$ cat config.mk
export PLATFORM = sky130hd
export DESIGN_NAME = mci_req_decode
export DESIGN_NICKNAME = d
export VERILOG_FILES = /design/src/design/mci_lite_pkg.sv /design/src/design/mci_req_decode.sv
export SDC_FILE = /design/constraint.sdc
export NUM_CORES = 1
export LEC_CHECK = 0
export ABC_AREA = 1
export BUFFER_PORTS_ARGS = -buffer_cell sky130_fd_sc_hd__buf_2
export CAP_MARGIN = 20
export CELL_PAD_IN_SITES_DETAIL_PLACEMENT = 0
export CELL_PAD_IN_SITES_GLOBAL_PLACEMENT = 1
export CORE_MARGIN = 2
export CORE_UTILIZATION = 26
export CTS_CLUSTER_SIZE = 25
export DETAILED_ROUTE_END_ITERATION = 8
export HOLD_SLACK_MARGIN = 0.1
export PLACE_DENSITY_LB_ADDON = 0.12
export SYNTH_ARGS = -nofsm -noshare
export SYNTH_HDL_FRONTEND = slang
export SYNTH_SLANG_ARGS = --single-unit
$ cat constraint.sdc
create_clock -name clk -period 0.8 [get_ports clk]
set_input_delay 0.08 -clock clk [delete_from_list [all_inputs] [get_ports clk]]
set_output_delay 0.08 -clock clk [all_outputs]
set_load 0.01 [all_outputs]
$ cat src/design/mci_lite_pkg.sv
// ******************************
// MCI lite shared definitions
// Sizes, register map, request and
// response types for the MCI lite block
// ******************************
`default_nettype none

package mci_lite_pkg;

    // Fabric widths
    localparam int MCI_ADDR_W = 16;
    localparam int MCI_DATA_W = 32;
    localparam int MCI_USER_W = 8;

    // Credits and queue depth
    localparam int MCI_REQ_CREDITS   = 4;
    localparam int MCI_PTR_W         = $clog2(MCI_REQ_CREDITS);
    localparam int MCI_CNT_W         = MCI_PTR_W + 1;
    localparam int MCI_RESP_CREDIT_W = 4;

    // SRAM geometry
    localparam int MCI_SRAM_WORDS  = 256;
    localparam int MCI_SRAM_IDX_W  = $clog2(MCI_SRAM_WORDS);
    localparam int MCI_SRAM_WORD_W = 13;
    localparam int MCI_EXEC_SIZE_W = 9;

    // Register map
    localparam int               MCI_REG_IDX_W      = 6;
    localparam logic [MCI_DATA_W-1:0] MCI_HW_ID     = 32'h4d43_4c01;
    localparam logic [5:0]       MCI_REG_ID         = 6'd0;
    localparam logic [5:0]       MCI_REG_WDT_EN     = 6'd1;
    localparam logic [5:0]       MCI_REG_WDT_PERIOD = 6'd2;
    localparam logic [5:0]       MCI_REG_WDT_STATUS = 6'd3;
    localparam logic [5:0]       MCI_REG_EXEC_SIZE  = 6'd4;

    // Register view of an address, region bit low
    typedef struct packed {
        logic                     region;
        logic [6:0]               rsvd;
        logic [MCI_REG_IDX_W-1:0] idx;
        logic [1:0]               byte_sel;
    } mci_reg_addr_t;

    // SRAM view of an address, region bit high
    typedef struct packed {
        logic                       region;
        logic [MCI_SRAM_WORD_W-1:0] word;
        logic [1:0]                 byte_sel;
    } mci_sram_addr_t;

    typedef union packed {
        mci_reg_addr_t  regs;
        mci_sram_addr_t sram;
    } mci_addr_u;

    typedef struct packed {
        logic                  valid;
        logic                  write;
        mci_addr_u             addr;
        logic [MCI_DATA_W-1:0] wdata;
        logic [MCI_USER_W-1:0] user;
    } mci_req_t;

    typedef enum logic [1:0] {
        PRIV_MCU = 2'd0,
        PRIV_CLP = 2'd1,
        PRIV_SOC = 2'd2
    } mci_priv_e;

    typedef struct packed {
        logic                       valid;
        logic                       write;
        logic                       to_sram;
        mci_priv_e                  priv;
        logic [MCI_REG_IDX_W-1:0]   reg_idx;
        logic [MCI_SRAM_WORD_W-1:0] sram_word;
        logic [MCI_DATA_W-1:0]      wdata;
    } mci_dec_t;

    typedef struct packed {
        logic                  valid;
        logic                  error;
        logic [MCI_DATA_W-1:0] rdata;
    } mci_resp_t;

endpackage

`default_nettype wire
$ cat src/design/mci_req_decode.sv
// ******************************
// MCI lite request decode
// Registers each request, maps the user
// field to a privilege class and splits
// the address into register or SRAM index
// ******************************
`timescale 1ns/10ps
`default_nettype none

module mci_req_decode (
    input  logic                                      clk,
    input  logic                                      rst_n,
    input  mci_lite_pkg::mci_req_t                    req,
    input  logic [mci_lite_pkg::MCI_USER_W-1:0]       strap_mcu_user,
    input  logic [mci_lite_pkg::MCI_USER_W-1:0]       strap_clp_user,
    output mci_lite_pkg::mci_dec_t                    dec
);

    mci_lite_pkg::mci_priv_e priv_nxt;
    logic                    to_sram_nxt;

    always_comb begin
        // MCU strap checked first, matches win over SOC default
        if (req.user == strap_mcu_user) begin
            priv_nxt = mci_lite_pkg::PRIV_MCU;
        end else if (req.user == strap_clp_user) begin
            priv_nxt = mci_lite_pkg::PRIV_CLP;
        end else begin
            priv_nxt = mci_lite_pkg::PRIV_SOC;
        end
        // Region bit sits at the top of both views
        to_sram_nxt = req.addr.regs.region;
    end

    always_ff @(posedge clk) begin
        if (!rst_n) begin
            dec <= '0;
        end else begin
            dec.valid   <= req.valid;
            dec.write   <= req.write;
            dec.to_sram <= to_sram_nxt;
            dec.priv    <= priv_nxt;
            dec.wdata   <= req.wdata;
            // Only the selected view carries an index
            if (to_sram_nxt) begin
                dec.reg_idx   <= '0;
                dec.sram_word <= req.addr.sram.word;
            end else begin
                dec.reg_idx   <= req.addr.regs.idx;
                dec.sram_word <= '0;
            end
        end
    end

endmodule

`default_nettype wire

# After elaboration in Yosys (flattened, before gate mapping)
# Cells that the tools add are included.
# classes
n_eq_ne,2
muxes,1
bitwise_logic,1
reduce_logical,3
# op_table
operator,count
== test 8 bit,2
OR reduction 2 bit,2
2-to-1 mux 2 bit,1
AND reduction 2 bit,1
inverter 1 bit,1
# totals
regBits,56

# Logic depth before layout (Yosys ltp)
# depth
depth_word,2
mapped_depth,8
ltp_nobuf,8

# Worst setup path after synthesis
# Ideal clock, no wire load.
# synth_path
path_type,input-to-reg
start,in rst_n
end,reg dec[34] in the netlist's numbering
arrival_time_ps,524
required_ps,684
slack_ps,160
stages,4
path_buffers,2
path_cell_list,buf_4 > nand2_2 > buf_2 > nor2_1
# synth_via
elab_chain_len,1
# synth_rtl
item,line,text
"start, declared",mci_req_decode.sv:12,"input logic rst_n,"
AND reduction 2 bit (no line),n/a,
"end, declared",mci_req_decode.sv:16,output mci_lite_pkg::mci_dec_t dec
# No other way between the ends.
# A chain may end at the register's enable or synchronous reset.

# Final worst setup path
# layout_path
start,reg dec[12] in the netlist's numbering
end,out dec[12] in the netlist's numbering
# No word-level cell between the ends.

==> flow_summary_export.csv <==
group,metric,value,unit
detailed_routing,drt_first_pass_iters,3,
finish,top_register,"dec",
cts,cts_tree,"done",
sta,hold_viol,0,
setup_path,crit_slowest_cell,"dfxtp_2",
detailed_routing,vias,1751,
setup_path,cp_max_fo,1,
global_route,track_usage,0.111,
finish,antennaDiodeCount,0,
synthesis,synth.net_count,294,
detailed_routing,finalWirelength,4450,um
detailed_routing,ant_nets,0,
finish,synthToLayoutAreaGrowth,83.4,%
synthesis,synth_edf_count,0,
cts,cts.htree.levels,2,
global_route,antenna_found_initial,0,
floorplanning,dieArea,0.00763,mm2
setup_path,cp.required,0.72,ns
pwr,p_comb_frac,0.160,
floorplanning,coreArea,0.00676,mm2
run,cap_violations,0,
synthesis,synth_commonest_cells,"59 x inv_1, 57 x nand2_1, 56 x dfxtp_1",
setup_path,worst_path_dominant_cell_family,"flip-flops",
synthesis,avgSynthCellArea,8.29,um2
floorplanning,row_count,30,
setup_path,max_stage_delay,0.33,ns
sta,grt_setup_unrepaired,"yes",
run_status,violations,"setup timing",
pwr,p_sw,1.30,mW
synthesis,yosysTopAreaCellShare,0.620,
synthesis,synthesis.area,0.00181,mm2
placed_design,place.gp.congestion,0.656,
global_route,grt_pass1_vias,1568,
finish,biggestRegsByFlops,"dec x56",
placed_design,port_buffers,129,
finish,fin_util,0.491,
setup_path,start_kind,"register",
detailed_routing,via_per_inst,3.66,
synthesis,yosys_warnings,0,
finish,nNetsFinal,473,
sta,layout_min_cycle_time,0.826,ns
synthesis,synthFlopType,"dfxtp_1",
detailed_routing,drtIter0Drc,24,
pwr,switching_share,0.228,
cts,post_cts_buffers,0,
pwr,clockPowerShare,0.321,
finish,largest_register_ff_count,56,
detailed_routing,routedWlPerCell,9.31,um
setup_path,critPathCaptureType,"primary output",
pwr,powerDensity,1730,mW/mm2
sta,period_share,1.03,
pwr,internal_power,4.42,mW
synthesis,synth_top_area_cell,"dfxtp_1",
setup_path,path_cells,"buf_6",
synthesis,ys_ff_latch,56,
sta,max_freq,1210,MHz
finish,final_layout_size_suffix_gt1_frac,0.415,
floorplanning,boundaryPins,132,
synthesis,async_reset_ff_frac,0,
min_path,hold_class,"in -> reg",
finish,fill_cells,649,
synthesis,yosysMostFrequentCell,"inv_1",
cts,clockRootBuffer,"clkbuf_8",
sta,tightest_slew,0.280,ns
sta,slew_headroom,0.813,
pwr,p_seq_frac,0.520,
floorplanning,start_util,0.267,
finish,multi_input_area,437,um2
synthesis,yosysSeqAreaShare,0.620,
floorplanning,die_w,87.4,um
global_route,overflow,0,
placed_design,dp_hpwl,3050,um
run_status,status,"finished, violations left",
sta,finalMaxSlewViolations,0,
sta,finalSetupViolations,56,
pwr,leakage,1.95,nW
global_route,grt_max_degree,36,
setup_path,worst-setup-path-type,"reg -> out",
cts,clock_path_buffers,2,
synthesis,synthCells,218,
global_route,grt_pass1_wl,6730,um
pwr,ir_worst_vdd,0.707,mV
finish,regArea,0.00115,mm2
sta,fin_ws,-0.0258,ns
setup_path,path_buf_inv,1,
synthesis,synth_cell_type_count,11,
setup_path,cp.arrival,0.75,ns
floorplanning,chipHeight,87.4,um
detailed_routing,drc,0,
cts,clk_pin_slew,0.10,ns
synthesis,synth_area_leaders,"dfxtp_1 62%, inv_1 12%, nand2_1 12%",
cts,cts_made_buffers,5,
cts,cts.sinks,56,
sta,hold_slack,0.163,ns
[worst min-delay path, cell delays in order]
cell and delay [ns]:
buf_2 0.08, xnor2_1 0.06, nand2_1 0.07, nor2_1 0.04, nand3_1 0.06, nor2_1 0.04
[stage by stage]
step           total power, mW  setup slack (ns)  setup TNS [ns]  cell area [um2]  instances
6_report                  5.72           -0.0258          -0.829             3310        478
5_1_grt                   6.04           -0.0741           -3.17             3310        478
4_1_cts                   5.77           -0.0556           -2.07             3140        478
3_5_place_dp              3.69           -0.0100         -0.0115             2540        423
3_3_place_gp              3.68          -0.00262        -0.00447             2540        423
2_1_floorplan             3.32             0.160               0             1810        218
[final timing paths]
path,startpoint,endpoint,slack [ns],cells after the start
max,dec[12],dec[12],-0.03,1
min,strap_clp_user[4],dec[51],0.16,6
[routing by layer]
metal	GRT usage	share of wire	vias to the layer above
li1	-	-	951
met1	0.122	0.40	724
met2	0.196	0.51	71
met3	0.0445	0.086	5
met4	0.0336	0.0079	0
met5	0	0	-
[cell type report]
class / count / area share
timing repair buffer: 177 / 0.390
sequential: 56 / 0.348
multi-input combinational: 98 / 0.132
inverter: 59 / 0.0668
tap: 80 / 0.0302
clock buffer: 6 / 0.0219
clock inverter: 2 / 0.0117
[placed cells by master (no fill, tap or decap), drive strengths merged]
cell type,n
nand3,1
nor2,27
buf,130
clkbuf,6
nand2,58
dlygate4sd3,47
inv,60
bufinv,1
xnor2,8
xor2,4
dfxtp,56
[cells by family (layout without fill, tap and decap cells)]
| logic type | after synthesis | in the layout | share of synthesized area |
|---|---|---|---|
| DFF | 56 | 56 | 0.621 |
| buffers and inverters | 64 | 244 | 0.138 |
| xor gates and xnor gates | 12 | 12 | 0.0582 |
| and+or+nand+nor | 86 | 86 | 0.184 |
[power groups by stage]
| stage | Clock, mW | Sequential, mW | Combinational (mW) |
|---|---|---|---|
| floorplan | 0 | 3.09 | 0.232 |
| global placement | 0 | 3.01 | 0.674 |
| detailed placement | 0 | 3.01 | 0.677 |
| CTS | 1.95 | 2.95 | 0.863 |
| global route | 2.03 | 2.99 | 1.02 |
| finish | 1.83 | 2.97 | 0.914 |
[what timing repair did]
action | CTS | global route
resized for setup | 4 | 46
endpoints found under the hold margin | 53 | 0
hold buffers | 47 | 0
setup endpoints to repair | 56 | 56
(Power assumes the default switching activity.)
