File: config.mk
export PLATFORM = sky130hd
export DESIGN_NAME = mci_resp_queue
export DESIGN_NICKNAME = d
export VERILOG_FILES = /design/src/design/mci_lite_pkg.sv /design/src/design/mci_resp_queue.sv
export SDC_FILE = /design/constraint.sdc
export NUM_CORES = 1
export LEC_CHECK = 0
export BUFFER_PORTS_ARGS = -buffer_cell sky130_fd_sc_hd__buf_4
export CORE_MARGIN = 2
export CORE_UTILIZATION = 31
export CTS_CLUSTER_DIAMETER = 150
export DETAILED_ROUTE_END_ITERATION = 8
export HOLD_SLACK_MARGIN = 0.06
export PLACE_DENSITY_LB_ADDON = 0.15
export SLEW_MARGIN = 20
export SYNTH_ARGS = -nofsm -noshare
export SYNTH_HDL_FRONTEND = slang
export SYNTH_SLANG_ARGS = --single-unit
File: constraint.sdc
create_clock -name clk -period 3.41 [get_ports clk]
set_input_delay 0.1705 -clock clk [delete_from_list [all_inputs] [get_ports clk]]
set_output_delay 0.1705 -clock clk [all_outputs]
set_load 0.1 [all_outputs]
File: src/design/mci_lite_pkg.sv
// ******************************
// MCI lite shared definitions
// Sizes, register map, request and
// response types for the MCI lite block
// ******************************
`default_nettype none

package mci_lite_pkg;

    // Fabric widths
    localparam int MCI_ADDR_W = 16;
    localparam int MCI_DATA_W = 32;
    localparam int MCI_USER_W = 8;

    // Credits and queue depth
    localparam int MCI_REQ_CREDITS   = 4;
    localparam int MCI_PTR_W         = $clog2(MCI_REQ_CREDITS);
    localparam int MCI_CNT_W         = MCI_PTR_W + 1;
    localparam int MCI_RESP_CREDIT_W = 4;

    // SRAM geometry
    localparam int MCI_SRAM_WORDS  = 256;
    localparam int MCI_SRAM_IDX_W  = $clog2(MCI_SRAM_WORDS);
    localparam int MCI_SRAM_WORD_W = 13;
    localparam int MCI_EXEC_SIZE_W = 9;

    // Register map
    localparam int               MCI_REG_IDX_W      = 6;
    localparam logic [MCI_DATA_W-1:0] MCI_HW_ID     = 32'h4d43_4c01;
    localparam logic [5:0]       MCI_REG_ID         = 6'd0;
    localparam logic [5:0]       MCI_REG_WDT_EN     = 6'd1;
    localparam logic [5:0]       MCI_REG_WDT_PERIOD = 6'd2;
    localparam logic [5:0]       MCI_REG_WDT_STATUS = 6'd3;
    localparam logic [5:0]       MCI_REG_EXEC_SIZE  = 6'd4;

    // Register view of an address, region bit low
    typedef struct packed {
        logic                     region;
        logic [6:0]               rsvd;
        logic [MCI_REG_IDX_W-1:0] idx;
        logic [1:0]               byte_sel;
    } mci_reg_addr_t;

    // SRAM view of an address, region bit high
    typedef struct packed {
        logic                       region;
        logic [MCI_SRAM_WORD_W-1:0] word;
        logic [1:0]                 byte_sel;
    } mci_sram_addr_t;

    typedef union packed {
        mci_reg_addr_t  regs;
        mci_sram_addr_t sram;
    } mci_addr_u;

    typedef struct packed {
        logic                  valid;
        logic                  write;
        mci_addr_u             addr;
        logic [MCI_DATA_W-1:0] wdata;
        logic [MCI_USER_W-1:0] user;
    } mci_req_t;

    typedef enum logic [1:0] {
        PRIV_MCU = 2'd0,
        PRIV_CLP = 2'd1,
        PRIV_SOC = 2'd2
    } mci_priv_e;

    typedef struct packed {
        logic                       valid;
        logic                       write;
        logic                       to_sram;
        mci_priv_e                  priv;
        logic [MCI_REG_IDX_W-1:0]   reg_idx;
        logic [MCI_SRAM_WORD_W-1:0] sram_word;
        logic [MCI_DATA_W-1:0]      wdata;
    } mci_dec_t;

    typedef struct packed {
        logic                  valid;
        logic                  error;
        logic [MCI_DATA_W-1:0] rdata;
    } mci_resp_t;

endpackage

`default_nettype wire
File: src/design/mci_resp_queue.sv
// ******************************
// MCI lite response queue
// Merges execute responses into a FIFO,
// pops on response credit and returns
// request credits
// ******************************
`timescale 1ns/10ps
`default_nettype none

module mci_resp_queue (
    input  logic                    clk,
    input  logic                    rst_n,
    input  mci_lite_pkg::mci_resp_t reg_resp,
    input  mci_lite_pkg::mci_resp_t sram_resp,
    input  logic                    resp_credit,
    output mci_lite_pkg::mci_resp_t resp,
    output logic                    req_credit
);

    mci_lite_pkg::mci_resp_t fifo_mem [mci_lite_pkg::MCI_REQ_CREDITS];
    mci_lite_pkg::mci_resp_t push_data;
    logic [mci_lite_pkg::MCI_PTR_W-1:0]         wr_ptr;
    logic [mci_lite_pkg::MCI_PTR_W-1:0]         rd_ptr;
    logic [mci_lite_pkg::MCI_CNT_W-1:0]         fifo_cnt;
    logic [mci_lite_pkg::MCI_RESP_CREDIT_W-1:0] resp_credits;
    logic push;
    logic pop;

    always_comb begin
        // At most one execute side is valid per cycle
        push      = reg_resp.valid || sram_resp.valid;
        push_data = reg_resp.valid ? reg_resp : sram_resp;
        pop       = (fifo_cnt != '0) && (resp_credits != '0);
        resp       = fifo_mem[rd_ptr];
        resp.valid = pop;
        req_credit = pop;
    end

    always_ff @(posedge clk) begin
        if (push) begin
            fifo_mem[wr_ptr] <= push_data;
        end
    end

    always_ff @(posedge clk) begin
        if (!rst_n) begin
            wr_ptr       <= '0;
            rd_ptr       <= '0;
            fifo_cnt     <= '0;
            resp_credits <= '0;
        end else begin
            // Pointers wrap on the power of two depth
            wr_ptr       <= wr_ptr + mci_lite_pkg::MCI_PTR_W'(push);
            rd_ptr       <= rd_ptr + mci_lite_pkg::MCI_PTR_W'(pop);
            fifo_cnt     <= fifo_cnt + mci_lite_pkg::MCI_CNT_W'(push)
                                     - mci_lite_pkg::MCI_CNT_W'(pop);
            resp_credits <= resp_credits + mci_lite_pkg::MCI_RESP_CREDIT_W'(resp_credit)
                                         - mci_lite_pkg::MCI_RESP_CREDIT_W'(pop);
        end
    end

endmodule

`default_nettype wire

# --- Word-level counts from Yosys, hierarchy flattened ---
# Memories as Yosys holds them, arrays and structs flattened. A register that Yosys moved wholly into a read port is not among the register bits.
# Index checks and enable logic that the tools add are counted.
word_totals:
  output_inout_bits: 35
  n_memories: 1
  mem_bits_ro: 0
  register_bits: 11
  ramBits: 136
  latch_bits: 0
  wordCells: 19
mem_list:
  columns: ["memory", "depth", "width", "read_ports", "rd_ports_with_merged_regs", "wr", "line_no", "text"]
  rows:
  - ["fifo_mem", 4, 34, 1, 1, 1, "mci_resp_queue.sv:20", "mci_lite_pkg::mci_resp_t fifo_mem [mci_lite_pkg::MCI_REQ_CREDITS];"]
classes:
  n_div: 0
  bitwise: 0
  magnitude_cmp: 0
  addsub: 6
  n_shift: 0
  reduce_logical: 4
  eq_ne: 0
  muxes: 4
  multipliers: 0
op_table:
  columns: ["op", "count"]
  rows:
  - ["$mux W34", 1]
  - ["$add A2 B1 Y2", 2]
  - ["$add A4 B1 Y4", 1]
  - ["$reduce_bool A4 Y1", 1]
  - ["$sub A4 B1 Y4", 1]
  - ["$add A3 B1 Y3", 1]
  - ["$reduce_bool A3 Y1", 1]
  - ["$sub A3 B1 Y3", 1]
  - ["$mux W1", 2]
  - ["$mux W2", 1]
  - ["$logic_and A1 B1 Y1", 1]
  - ["$logic_or A1 B1 Y1", 1]

# --- Depth between registers and ports, before layout ---
# Gate-level depths: netlist (run 1).
depth:
  depth_word: 4
  mapped_depth: 11
  mapped_depth_nobuf: 11

# --- Worst setup path after synthesis (run 1) ---
# No wires, ideal clock.
synth_timing:
  kind: "input to register"
  start: "input reg_resp[33] in the netlist's numbering"
  end: "memory fifo_mem[2][0] in the netlist's numbering, enable pin"
  setup_slack_ps: -106
  stages: 4
  required_ps: 2939
  arrival_time_ps: 3044
  path_cell_list: "clkbuf_1 -> or2_2 -> inv_1 -> nor3b_1"
synth_via:
  elab_chain_cells: 3
synth_lines:
  columns: ["element", "line_no", "text"]
  rows:
  - ["from (decl)", "mci_resp_queue.sv:13", "input mci_lite_pkg::mci_resp_t reg_resp,"]
  - ["$logic_or A1 B1 Y1", "mci_resp_queue.sv:31", "push = reg_resp.valid || sram_resp.valid;"]
  - ["$mux W1", "mci_resp_queue.sv:40", "if (push) begin"]
  - ["$mux W1 (not written as such)", "mci_resp_queue.sv:41", "fifo_mem[wr_ptr] <= push_data;"]
  - ["to (decl)", "mci_resp_queue.sv:20", null]
# Every way passes these cells.

# --- Worst setup path after layout (run 1) ---
layout_timing:
  start: "register resp_credits[2] in the netlist's numbering"
  end: "register fifo_cnt[2] in the netlist's numbering"
layout_via:
  elab_chain_cells: 3
layout_lines:
  columns: ["element", "line_no", "text"]
  rows:
  - ["from (decl)", "mci_resp_queue.sv:25", "logic [mci_lite_pkg::MCI_RESP_CREDIT_W-1:0] resp_credits;"]
  - ["from (signal assigned)", "mci_resp_queue.sv:57", "resp_credits <= resp_credits + mci_lite_pkg::MCI_RESP_CREDIT_W'(resp_credit)"]
  - ["$reduce_bool A4 Y1", "mci_resp_queue.sv:33", "pop = (fifo_cnt != '0) && (resp_credits != '0);"]
  - ["$logic_and A1 B1 Y1", "mci_resp_queue.sv:33", null]
  - ["$sub A3 B1 Y3", "mci_resp_queue.sv:56", "- mci_lite_pkg::MCI_CNT_W'(pop);"]
  - ["to (signal assigned)", "mci_resp_queue.sv:55", "fifo_cnt <= fifo_cnt + mci_lite_pkg::MCI_CNT_W'(push)"]
  - ["to (decl)", "mci_resp_queue.sv:24", "logic [mci_lite_pkg::MCI_CNT_W-1:0] fifo_cnt;"]
# Every way passes these cells.
# A chain may end at the register's enable or synchronous reset.

==> key figures, run 1 <==
Yosys
  • Syn Nets: 355
  • Netlist Area Pre-Place: 5769 µm²
  • Seq/Total Area, Yosys: 0.7252
  • Yosys warnings: 0
  • Average size of a mapped cell: 20.98 µm²
  • EDFF count, synth: 132
  • Top FF cell, synth: edfxtp_1
  • Synth cell count leaders: 132 x edfxtp_1, 33 x mux2_2, 30 x mux4_2
  • Async SR Flop Fraction: 0
  • Top cell type's share of synthesized area: 0.6871
  • Cell variety after synth: 30
  • Largest area contributor in the netlist: edfxtp_1
  • Post-Synthesis Cells: 275
  • Cell with the most instances after synthesis: edfxtp_1
  • Synth Register Bits: 143
  • Top cells by area, synth: edfxtp_1 69%, mux4_2 12%, mux2_2 6.4%, dfxtp_1 3.8%, ha_1 1.5%

STA
  • RSZ-0062 raised after global routing: false
  • Setup TNS: 0 ns
  • Worst slew pin tran: 1.027 ns
  • Fmax: about 0.38 GHz
  • Rel. slew slack: 0.3153
  • WHS: 0.08596 ns
  • Period utilisation layout: 0.7718
  • Layout Skew: 0.005414 ns
  • Slew Viols, Final: 0
  • Final setup vio count: 0
  • Final hold violation count: 0
  • Crit path time final: 2.632 ns

Global route
  • First-pass GRT wire length: approximately 18000 µm
  • Largest net degree at the start of global routing: 36
  • Gr ovfl total: 0
  • All-Layer GR Usage: 0.1220
  • Initial antenna violation count: 0
  • Vias in the first global route: 3184

Power
  • Leak: roughly 2.7 nW
  • Power Density: ~890 nW/µm²
  • Pwr Total: around 6.6 mW
  • Worst vdd ir: 403.0 µV

Placement
  • Dpl hpwl: 6919 µm
  • Placed inst area: 6855 µm²
  • Placed Cells: 604
  • IO buf count: roughly 110
  • RD Place Congestion: 0.6664

Cells and area
  • Finished Layout Cells: 637
  • Post-route cell area: 7485 µm²
  • Fill count: about 1.6k
  • Nets@finish: 475
  • Layout area overhead: 29.73%
  • Share of cells above drive strength 1: 0.5270
  • ANT cells: 0

Critical path
  • Critical Path End Type: flop
  • Most frequent CP cell: ha_1
  • Worst R2R Path Depth: 11
  • Slowest CP cell: nor3b_1
  • CP required: 3.72 ns
  • Critical path's top delay family: adder cells
  • Critical path, cell by cell: inv_1, ha_1, nor3b_1, nor2_2, ha_1, inv_1, ha_1, fa_1, xor2_1, xnor2_1, and2_1
  • CP Buf/Inv Count: 2
  • Crit path max fanout: 6
  • Worst Setup Start Kind: flop
  • Arrival @ worst endpoint: approximately 3 ns
  • WP depth: 11
  • Worst path max stage delay: 0.55 ns
  • Crit path kind: flop to flop

Run status
  • Run status: complete, no violations

Detailed routing
  • WL final: 11220 µm
  • Detailed-router iteration count before antenna repair: 4
  • Via count: 2915
  • Routed len/inst: 17.61 µm
  • Via density: approximately 4.6
  • Initial DRC count: ~150
  • DRT antenna net count: 0
  • # DRC: 0

Clock network
  • H-tree levels: 4
  • Post-CTS sizing: 0
  • CTS tree: done
  • Worst-path clk slew: 0.06 ns
  • Root buffer cell: clkbuf_16
  • Clock Latency Late Sink: 0.42 ns
  • CTS buffer count: 17
  • Maximum buffer depth of the clock tree: 2
  • Sink Count: 143

Floorplanning
  • DIE HEIGHT: 140.4 µm
  • Die Wd: 140.4 µm
  • # IOs: 106
  • Starting Density: 0.3190
  • Core Rows: just under 50
  • Core area: 18090 µm²
  • Die ar.: 19720 µm²

Worst hold path
  • Worst min-delay path class: input pin to flop
  • Hold Path Cell Cnt: 3

Flow run
  • Max_cap viols: 0
timing repair:
action                                  in CTS  in global routing
hold buffers                                 1                  0
endpoints found under the setup margin       0                  0
hold endpoints to repair                     6                  0
setup buffers                                0                  0
path summary, 6_finish.rpt:
path,startpoint,to,slack (ns)
min,resp_credit,resp_credits[0],0.09
max reg2reg,resp_credits[2],fifo_cnt[2],0.78
min reg2reg,wr_ptr[1],wr_ptr[1],0.58
max,resp_credits[2],fifo_cnt[2],0.78
cell usage in the layout, fill, tap and decap left out, types with 2 or more instances in the layout:
master / n
edfxtp_1: 132
buf_4: 112
mux2_2: 33
mux4_2: 30
clkbuf_16: 17
inv_1: 10
dfxtp_1: 9
ha_1: 7
and2_1: 5
clkinvlp_4: 4
bufinv_16: 4
mux4_1: 3
nor2_1: 3
a21oi_1: 3
nor3_1: 2
a21o_1: 2
nor3b_2: 2
xor2_1: 2
xnor2_1: 2
fa_1: 2
clkinv_2: 2
inv_6: 2
dfxtp_2: 2
layout make-up:
type / instances / area [µm²] / share of cell area
well taps: 229 / 286.5 / 0.03828
inverters: 11 / 41.29 / 0.005517
repair buffers: 114 / 870.8 / 0.1163
multi-input cells: 108 / 1480 / 0.1978
flip-flops and latches: 143 / 4187 / 0.5593
clock buffers: 18 / 429.2 / 0.05734
clock inverters: 14 / 190.2 / 0.02541
metrics by stage:
stage	utilization	setup WS (ns)
final	0.4138	0.7783
after global routing	0.4138	0.6138
after CTS	0.4138	0.7999
after detailed placement	0.3790	0.8190
after global placement	0.3790	0.9008
after floorplan	-	-0.1056
kinds of logic (layout without fill, tap and decap cells):
kind of cell / count (synthesis) / in the layout / synth area share
compound gates: 7 / 7 / 0.007372
xor+xnor: 4 / 4 / 0.006074
fa+ha+maj: 9 / 9 / 0.02212
mux: 67 / 67 / 0.1969
buf+inv: 24 / 157 / 0.02147
flops: 143 / 143 / 0.7252
simple gates: 21 / 21 / 0.02082
flip-flops by register name (all words and copies together) (netlist names):
register      cells
wr_ptr            2
rd_ptr            2
fifo_cnt          3
resp_credits      4
fifo_mem        132
routing by layer:
layer	global-route usage	part of all wire	vias up	wire, µm
li1	-	-	1352	-
met1	0.1503	0.44	1476	4915
met2	0.1971	0.50	77	5567
met3	0.04376	0.052	10	587
met4	0.04785	0.013	0	148
met5	0	0	-	0
where the power goes:
part           internal, mW  total (mW)  switching [mW]
clock network          1.22        1.91           0.690
registers              2.12        2.24           0.119
logic                 0.705        2.48            1.77
worst reg2reg max path, stage by stage, from the launching register on:
cell     delay (ns)
dfxtp_1        0.30
inv_1          0.07
ha_1           0.14
nor3b_1        0.55
nor2_2         0.10
ha_1           0.31
inv_1          0.04
ha_1           0.18
fa_1           0.38
xor2_1         0.18
xnor2_1        0.13
and2_1         0.15
No activity file was read; power rests on OpenSTA's default activity.
==> run 2, diff against run 1 <==
Clock period 3.41 ns to 2.6 ns, I/O delays scaled along.
==> run 2 against run 1 <==
  * Clock skew up 0.0037 ns
  * Worst setup slack worse by 0.58 ns
  * Clock power grew 37%
  * Clock-buffer cell count stayed put
  * Register-to-register slack got worse by 0.58 ns
  * Cell count rose by 4.7%
  * Non-clock buffer count is 30 higher
  * Wire length grew 2.9%
  * Utilization up 1.9 points
  * Die area is the same
  * Largest cell class unchanged
  * Highest routed layer unchanged
==> key figures, run 2 (same netlist as run 1, synthesis figures left out) <==
Run status
  • Run status: complete, no violations

Critical path
  • Worst R2R Path Depth: 11 (unchanged)
  • Crit path max fanout: 6 (unchanged)
  • CP Capture Point: fifo_cnt[2]
  • Worst Setup Start Kind: flop
  • CP required: 2.91 ns (-0.81 ns)
  • R2R Setup Slk: 0.20 ns (-0.58 ns)
  • Crit path kind: flop to flop
  • Worst r2r src: resp_credits[2]
  • CP startpoint: resp_credits[2]
  • Critical Path End Type: flop
  • R2R Path End: fifo_cnt[2]
  • Arrival @ worst endpoint: 2.71 ns (-0.23 ns)

STA
  • Layout Skew: 0.009069 ns (+0.003655 ns)
  • RSZ-0062 raised after global routing: false
  • Rel. slew slack: 0.6140 (+0.2987)
  • Fmax: 0.4163 GHz (+9.5%)
  • Final hold violation count: 0 (unchanged)
  • Setup TNS: 0 ns (unchanged)
  • Worst slew pin tran: 0.5790 ns (-0.4481 ns)
  • Crit path time final: 2.402 ns (-0.2293 ns)
  • Final setup vio count: 0 (unchanged)
  • Slew Viols, Final: 0 (unchanged)
  • Period utilisation layout: 0.9240 (+0.1522)

Cells and area
  • Layout area overhead: 35.68%
  • Post-route cell area: 7828 µm² (+4.6%)
  • Reg with most FFs: fifo_mem
  • Top Registers: fifo_mem (132), resp_credits (4), fifo_cnt (3)
  • Commonest non-fill, non-tap cells in the layout: 132 x edfxtp_1, 115 x buf_4, 33 x mux2_2, 30 x mux4_2, 27 x dlygate4sd3_1
  • Commonest non-fill, non-tap cell in the layout: edfxtp_1
  • ANT cells: 0 (unchanged)
  • Share of cells above drive strength 1: 0.5068 (-0.02011)
  • Max reg flops: 132 (unchanged)
  • Nets@finish: 505 (+6.3%)

Clock network
  • Maximum buffer depth of the clock tree: 2 (unchanged)
  • Post-CTS sizing: 0 (unchanged)
  • H-tree levels: 4 (unchanged)
  • CTS tree: done
  • Worst-path clk slew: 0.06 ns (about the same)
  • CTS buffer count: 17 (unchanged)
  • Root buffer cell: clkbuf_16
  • Sink Count: 143 (unchanged)
  • Clock Latency Late Sink: 0.42 ns (about the same)

Floorplanning
  • Core Rows: 49 (unchanged)
  • DIE HEIGHT: 140.4 µm (unchanged)
  • Starting Density: 0.3190 (unchanged)
  • # IOs: 106 (unchanged)
  • Die Wd: 140.4 µm (unchanged)
  • Core area: 18090 µm² (unchanged)
  • Die ar.: 19720 µm² (unchanged)

Detailed routing
  • Initial DRC count: 131 (-14%)
  • Via density: 4.606 (+0.65%)
  • DRT antenna net count: 0 (unchanged)
  • Via count: 3072 (+5.4%)
  • WL final: 11540 µm (+2.9%)
  • Routed len/inst: 17.30 µm (-1.8%)
  • Detailed-router iteration count before antenna repair: 4 (unchanged)
  • # DRC: 0 (unchanged)

Global route
  • Gr ovfl total: 0 (unchanged)
  • First-pass GRT wire length: 17780 µm (+1.4%)
  • Initial antenna violation count: 0 (unchanged)
  • Largest net degree at the start of global routing: 34 (-5.6%)
  • Vias in the first global route: 3312 (+4.0%)
  • All-Layer GR Usage: 0.1233 (+0.001378)

Power
  • Leak: 2.815 nW (+5.5%)
  • Power Density: 1137 nW/µm² (+28%)
  • Worst vdd ir: 617.1 µV (+53%)

Flow run
  • Max_cap viols: 0 (unchanged)

Placement
  • Dpl hpwl: 7324 µm (+5.9%)
  • IO buf count: 105 (unchanged)
  • Placed inst area: 6913 µm² (+0.84%)
  • RD Place Congestion: 0.6794 (+2.0%)

Worst hold path
  • Worst min-delay path class: input pin to flop
-- run 2: worst max-delay path, cell delays in order (launching register included) --
cell	delay, ns
dfxtp_1	0.29
inv_1	0.07
ha_1	0.15
nor3b_2	0.38
nor2_4	0.06
ha_1	0.29
inv_1	0.04
ha_1	0.19
fa_1	0.38
xor2_1	0.18
xnor2_1	0.13
and2_1	0.15
-- run 2: what timing repair did --
action                    CTS  global route
buffers inserted            0             0
hold endpoints to repair   55             0
hold buffers               27             0
-- run 2: power by group --
group	switching, mW	leakage, nW	internal [mW]
Clock	0.912	0.299	1.70
Combinational	2.38	1.20	0.996
Sequential	0.133	1.32	2.78
-- run 2: worst min path at each step --
stage	start	end	slack (ns)	cells past startpoint
global placement	rst_n	fifo_cnt[0]	0.41	2
finish	sram_resp[30]	fifo_mem[0][30]	0.08	2
floorplan	rst_n	fifo_cnt[0]	0.25	1
detailed placement	rst_n	wr_ptr[0]	0.42	2
CTS	reg_resp[29]	fifo_mem[3][29]	0.06	2
global route	sram_resp[23]	fifo_mem[0][23]	0.06	2
-- run 2: layout make-up --
| cell class | count | area (µm²) |
|---|---|---|
| clock buffer | 18 | 429.2 |
| clock inverter | 14 | 215.2 |
| fill | 1600 | 10260 |
| inverter | 11 | 41.29 |
| multi-input combinational | 108 | 1495 |
| sequential | 143 | 4187 |
| tap | 229 | 286.5 |
| timing repair buffer | 144 | 1174 |
-- run 2: stage by stage --
stage	power (mW)	setup slack (ns)	utilization	hold slack (ns)	std cells
2_1_floorplan	5.615	-0.8751	-	0.2517	275
4_1_cts	9.022	0.1364	0.4328	0.06054	667
5_1_grt	9.268	0.02033	0.4328	0.06464	667
6_report	8.899	0.1976	0.4328	0.07521	667
3_3_place_gp	6.308	0.2767	0.3822	0.4129	608
3_5_place_dp	6.338	0.2055	0.3822	0.4200	608
-- run 2: metal layers --
metal  share of wire  vias up  track usage
met5               0        -            0
met4           0.012        0      0.05582
met3           0.047       12      0.03761
met2            0.50       75       0.2033
met1            0.44     1565       0.1497
li1                -     1420            -
==> run 3, diff against run 2 <==
Settings changed: CELL_PAD_IN_SITES_DETAIL_PLACEMENT set to 0, CELL_PAD_IN_SITES_GLOBAL_PLACEMENT set to 1, MAX_ROUTING_LAYER set to met4.
Clock period 2.6 ns to 2.77 ns, I/O delays scaled along.
==> run 3 against run 2 <==
  * Via count decreased by 5.4%
  * Worst hold slack improved by 0.0028 ns
  * Wire length decreased by 2.6%
  * Sequential share of layout area increased by 1.7 points
  * Global-route usage increased by 0.23 points
  * Sequential power decreased by 5%
  * Clock power decreased by 7%
  * Clock-buffer cell count unchanged
  * Register-to-register slack improved by 0.25 ns
  * Critical path type unchanged
  * Largest power group unchanged
  * Highest routed layer unchanged
==> key figures, run 3 (same netlist as run 1, synthesis figures left out) <==
Power
  • Gate power share: 0.373 (-0.006)
  • Int Power: 5.128 mW (-6.4%)
  • Net Sw Frac: 0.3825 (-0.001878)
  • Switching pwr: 3.176 mW (-7.1%)
  • Reg power frac: 0.333 (+0.005)
  • Worst vdd ir: 622.1 µV (+0.80%)
  • Leak: 2.720 nW (-3.4%)
  • Power Density: 1095 nW/µm² (-3.7%)
  • Pwr Total: 8.304 mW (-6.7%)
  • Clock share of power: 0.294 (about the same)

STA
  • Final setup vio count: 0 (unchanged)
  • Setup TNS: 0 ns (unchanged)
  • Crit path time final: 2.320 ns (-0.08241 ns)
  • Final hold violation count: 0 (unchanged)
  • Slew Viols, Final: 0 (unchanged)
  • Rel. slew slack: 0.3431 (-0.2709)
  • Period utilisation layout: 0.8375 (-0.08646)
  • Fmax: 0.4310 GHz (+3.6%)
  • RSZ-0062 raised after global routing: false
  • Worst Setup Slack, final: 0.4500 ns (+0.2524 ns)
  • Worst slew pin tran: 0.9853 ns (+0.4063 ns)
  • WHS: 0.07801 ns (+0.002794 ns)
  • Layout Skew: 0.004155 ns (-0.004914 ns)

Critical path
  • Worst Setup Start Kind: flop
  • Crit path max fanout: 6 (unchanged)
  • Arrival @ worst endpoint: 2.62 ns (-0.09 ns)
  • Worst path max stage delay: 0.38 ns (about the same)
  • Critical Path End Type: flop
  • Crit path kind: flop to flop
  • CP required: 3.07 ns (+0.16 ns)
  • Slowest CP cell: fa_1
  • Critical path, cell by cell: inv_1, ha_1, nor3b_1, buf_4, nor2_4, ha_1, inv_1, ha_1, fa_1, xor2_1, xnor2_1, and2_1
  • Most frequent CP cell: ha_1
  • R2R Setup Slk: 0.45 ns (+0.25 ns)

Detailed routing
  • # DRC: 0 (unchanged)
  • Initial DRC count: 164 (+25%)
  • Detailed-router iteration count before antenna repair: 4 (unchanged)
  • WL final: 11240 µm (-2.6%)
  • Via count: 2905 (-5.4%)
  • DRT antenna net count: 0 (unchanged)
  • Via density: 4.511 (-2.1%)
  • Routed len/inst: 17.46 µm (+0.91%)

Cells and area
  • Top Registers: fifo_mem (132), resp_credits (4), fifo_cnt (3)
  • Share of cells above drive strength 1: 0.5301 (+0.02327)
  • ANT cells: 0 (unchanged)
  • Max reg flops: 132 (unchanged)
  • Reg with most FFs: fifo_mem
  • Commonest non-fill, non-tap cells in the layout: 132 x edfxtp_1, 116 x buf_4, 33 x mux2_2, 30 x mux4_2, 17 x clkbuf_16
  • Final Util: 0.4192 (-0.01356)
  • Nets@finish: 482 (-4.6%)
  • Fill count: 1611 (+0.69%)
  • Layout area overhead: 31.42%
  • Commonest non-fill, non-tap cell in the layout: edfxtp_1

Clock network
  • # Post-CTS Setup Buffers: 0 (unchanged)
  • Maximum buffer depth of the clock tree: 2 (unchanged)
  • Clock Latency Late Sink: 0.40 ns (-0.02 ns)
  • CTS buffer count: 17 (unchanged)
  • Sink Count: 143 (unchanged)
  • Post-CTS sizing: 0 (unchanged)
  • Root buffer cell: clkbuf_16
  • CTS tree: done
  • CTS hold repair buffers: 3 (-89%)
  • Worst-path clk slew: 0.06 ns (about the same)
  • H-tree levels: 4 (unchanged)

Floorplanning
  • Die ar.: 19720 µm² (unchanged)
  • Starting Density: 0.3190 (unchanged)
  • DIE HEIGHT: 140.4 µm (unchanged)
  • Core area: 18090 µm² (unchanged)
  • Core Rows: 49 (unchanged)
  • # IOs: 106 (unchanged)
  • Die Wd: 140.4 µm (unchanged)

Global route
  • All-Layer GR Usage: 0.1257 (+0.002321)
  • Vias in the first global route: 3243 (-2.1%)
  • Initial antenna violation count: 0 (unchanged)
  • Gr ovfl total: 0 (unchanged)
  • Largest net degree at the start of global routing: 36 (+5.9%)
  • First-pass GRT wire length: 17810 µm (+0.15%)

Placement
  • Pre-CTS WS: 0.4453 ns (+0.2398 ns)
  • IO buf count: 105 (unchanged)
  • RD Place Congestion: 0.6772 (-0.32%)
  • Dpl hpwl: 7233 µm (-1.2%)

Worst hold path
  • Worst min-delay path class: input pin to flop

Flow run
  • Max_cap viols: 0 (unchanged)

Run status
  • Run status: complete, no violations
-- run 3: changes by cell type in the layout (fill, tap and decap cells not counted), sizes merged --
cell / change
inv: +1
clkinv: +1
clkinvlp: -2
dlygate4sd3: -24
buf: +1
-- run 3: power groups by stage --
stage                     logic [mW]  clock network [mW]  registers, mW
final                           3.10                2.44           2.76
after global routing            3.27                2.59           2.79
after CTS                       3.16                2.49           2.77
after detailed placement        3.15                   0           2.82
after global placement          3.14                   0           2.81
after floorplan                 2.55                   0           2.71
-- run 3: metrics by stage --
step	instances	area, µm²
floorplan	275	5777
global placement	609	6910
detailed placement	609	6910
CTS	644	7582
global route	644	7582
finish	644	7582
-- run 3: final cells by class --
class	instances	area, µm²	area share
clock buffer	18	429.2	0.05660
clock inverter	14	212.7	0.02805
inverter	11	41.29	0.005446
multi-input combinational	108	1485	0.1959
sequential	143	4187	0.5521
tap	229	286.5	0.03779
timing repair buffer	121	940.9	0.1241
-- run 3: worst max-delay path, delay by kind of cell, from the launching register on --
| kind | cells | cell delay (ns) |
|---|---|---|
| buffers and inverters | 3 | 0.27 |
| DFF | 1 | 0.29 |
| and+or+nand+nor | 3 | 0.36 |
| adders and majority gates | 4 | 0.99 |
| xor gates and xnor gates | 2 | 0.30 |
-- run 3: path summary, 6_finish.rpt --
path                   start               to  depth (start not counted)
max          resp_credits[2]      fifo_cnt[2]                         12
min             reg_resp[12]  fifo_mem[3][12]                          2
max reg2reg  resp_credits[2]      fifo_cnt[2]                         12
min reg2reg        wr_ptr[1]        wr_ptr[1]                          2
-- run 3: routing by layer --
metal	GRT usage	wire length, µm	vias to the layer above
met4	0.03828	114	0
met5	-	0	-
met1	0.1524	5020	1456
met2	0.2023	5616	75
met3	0.03966	491	8
li1	-	-	1366
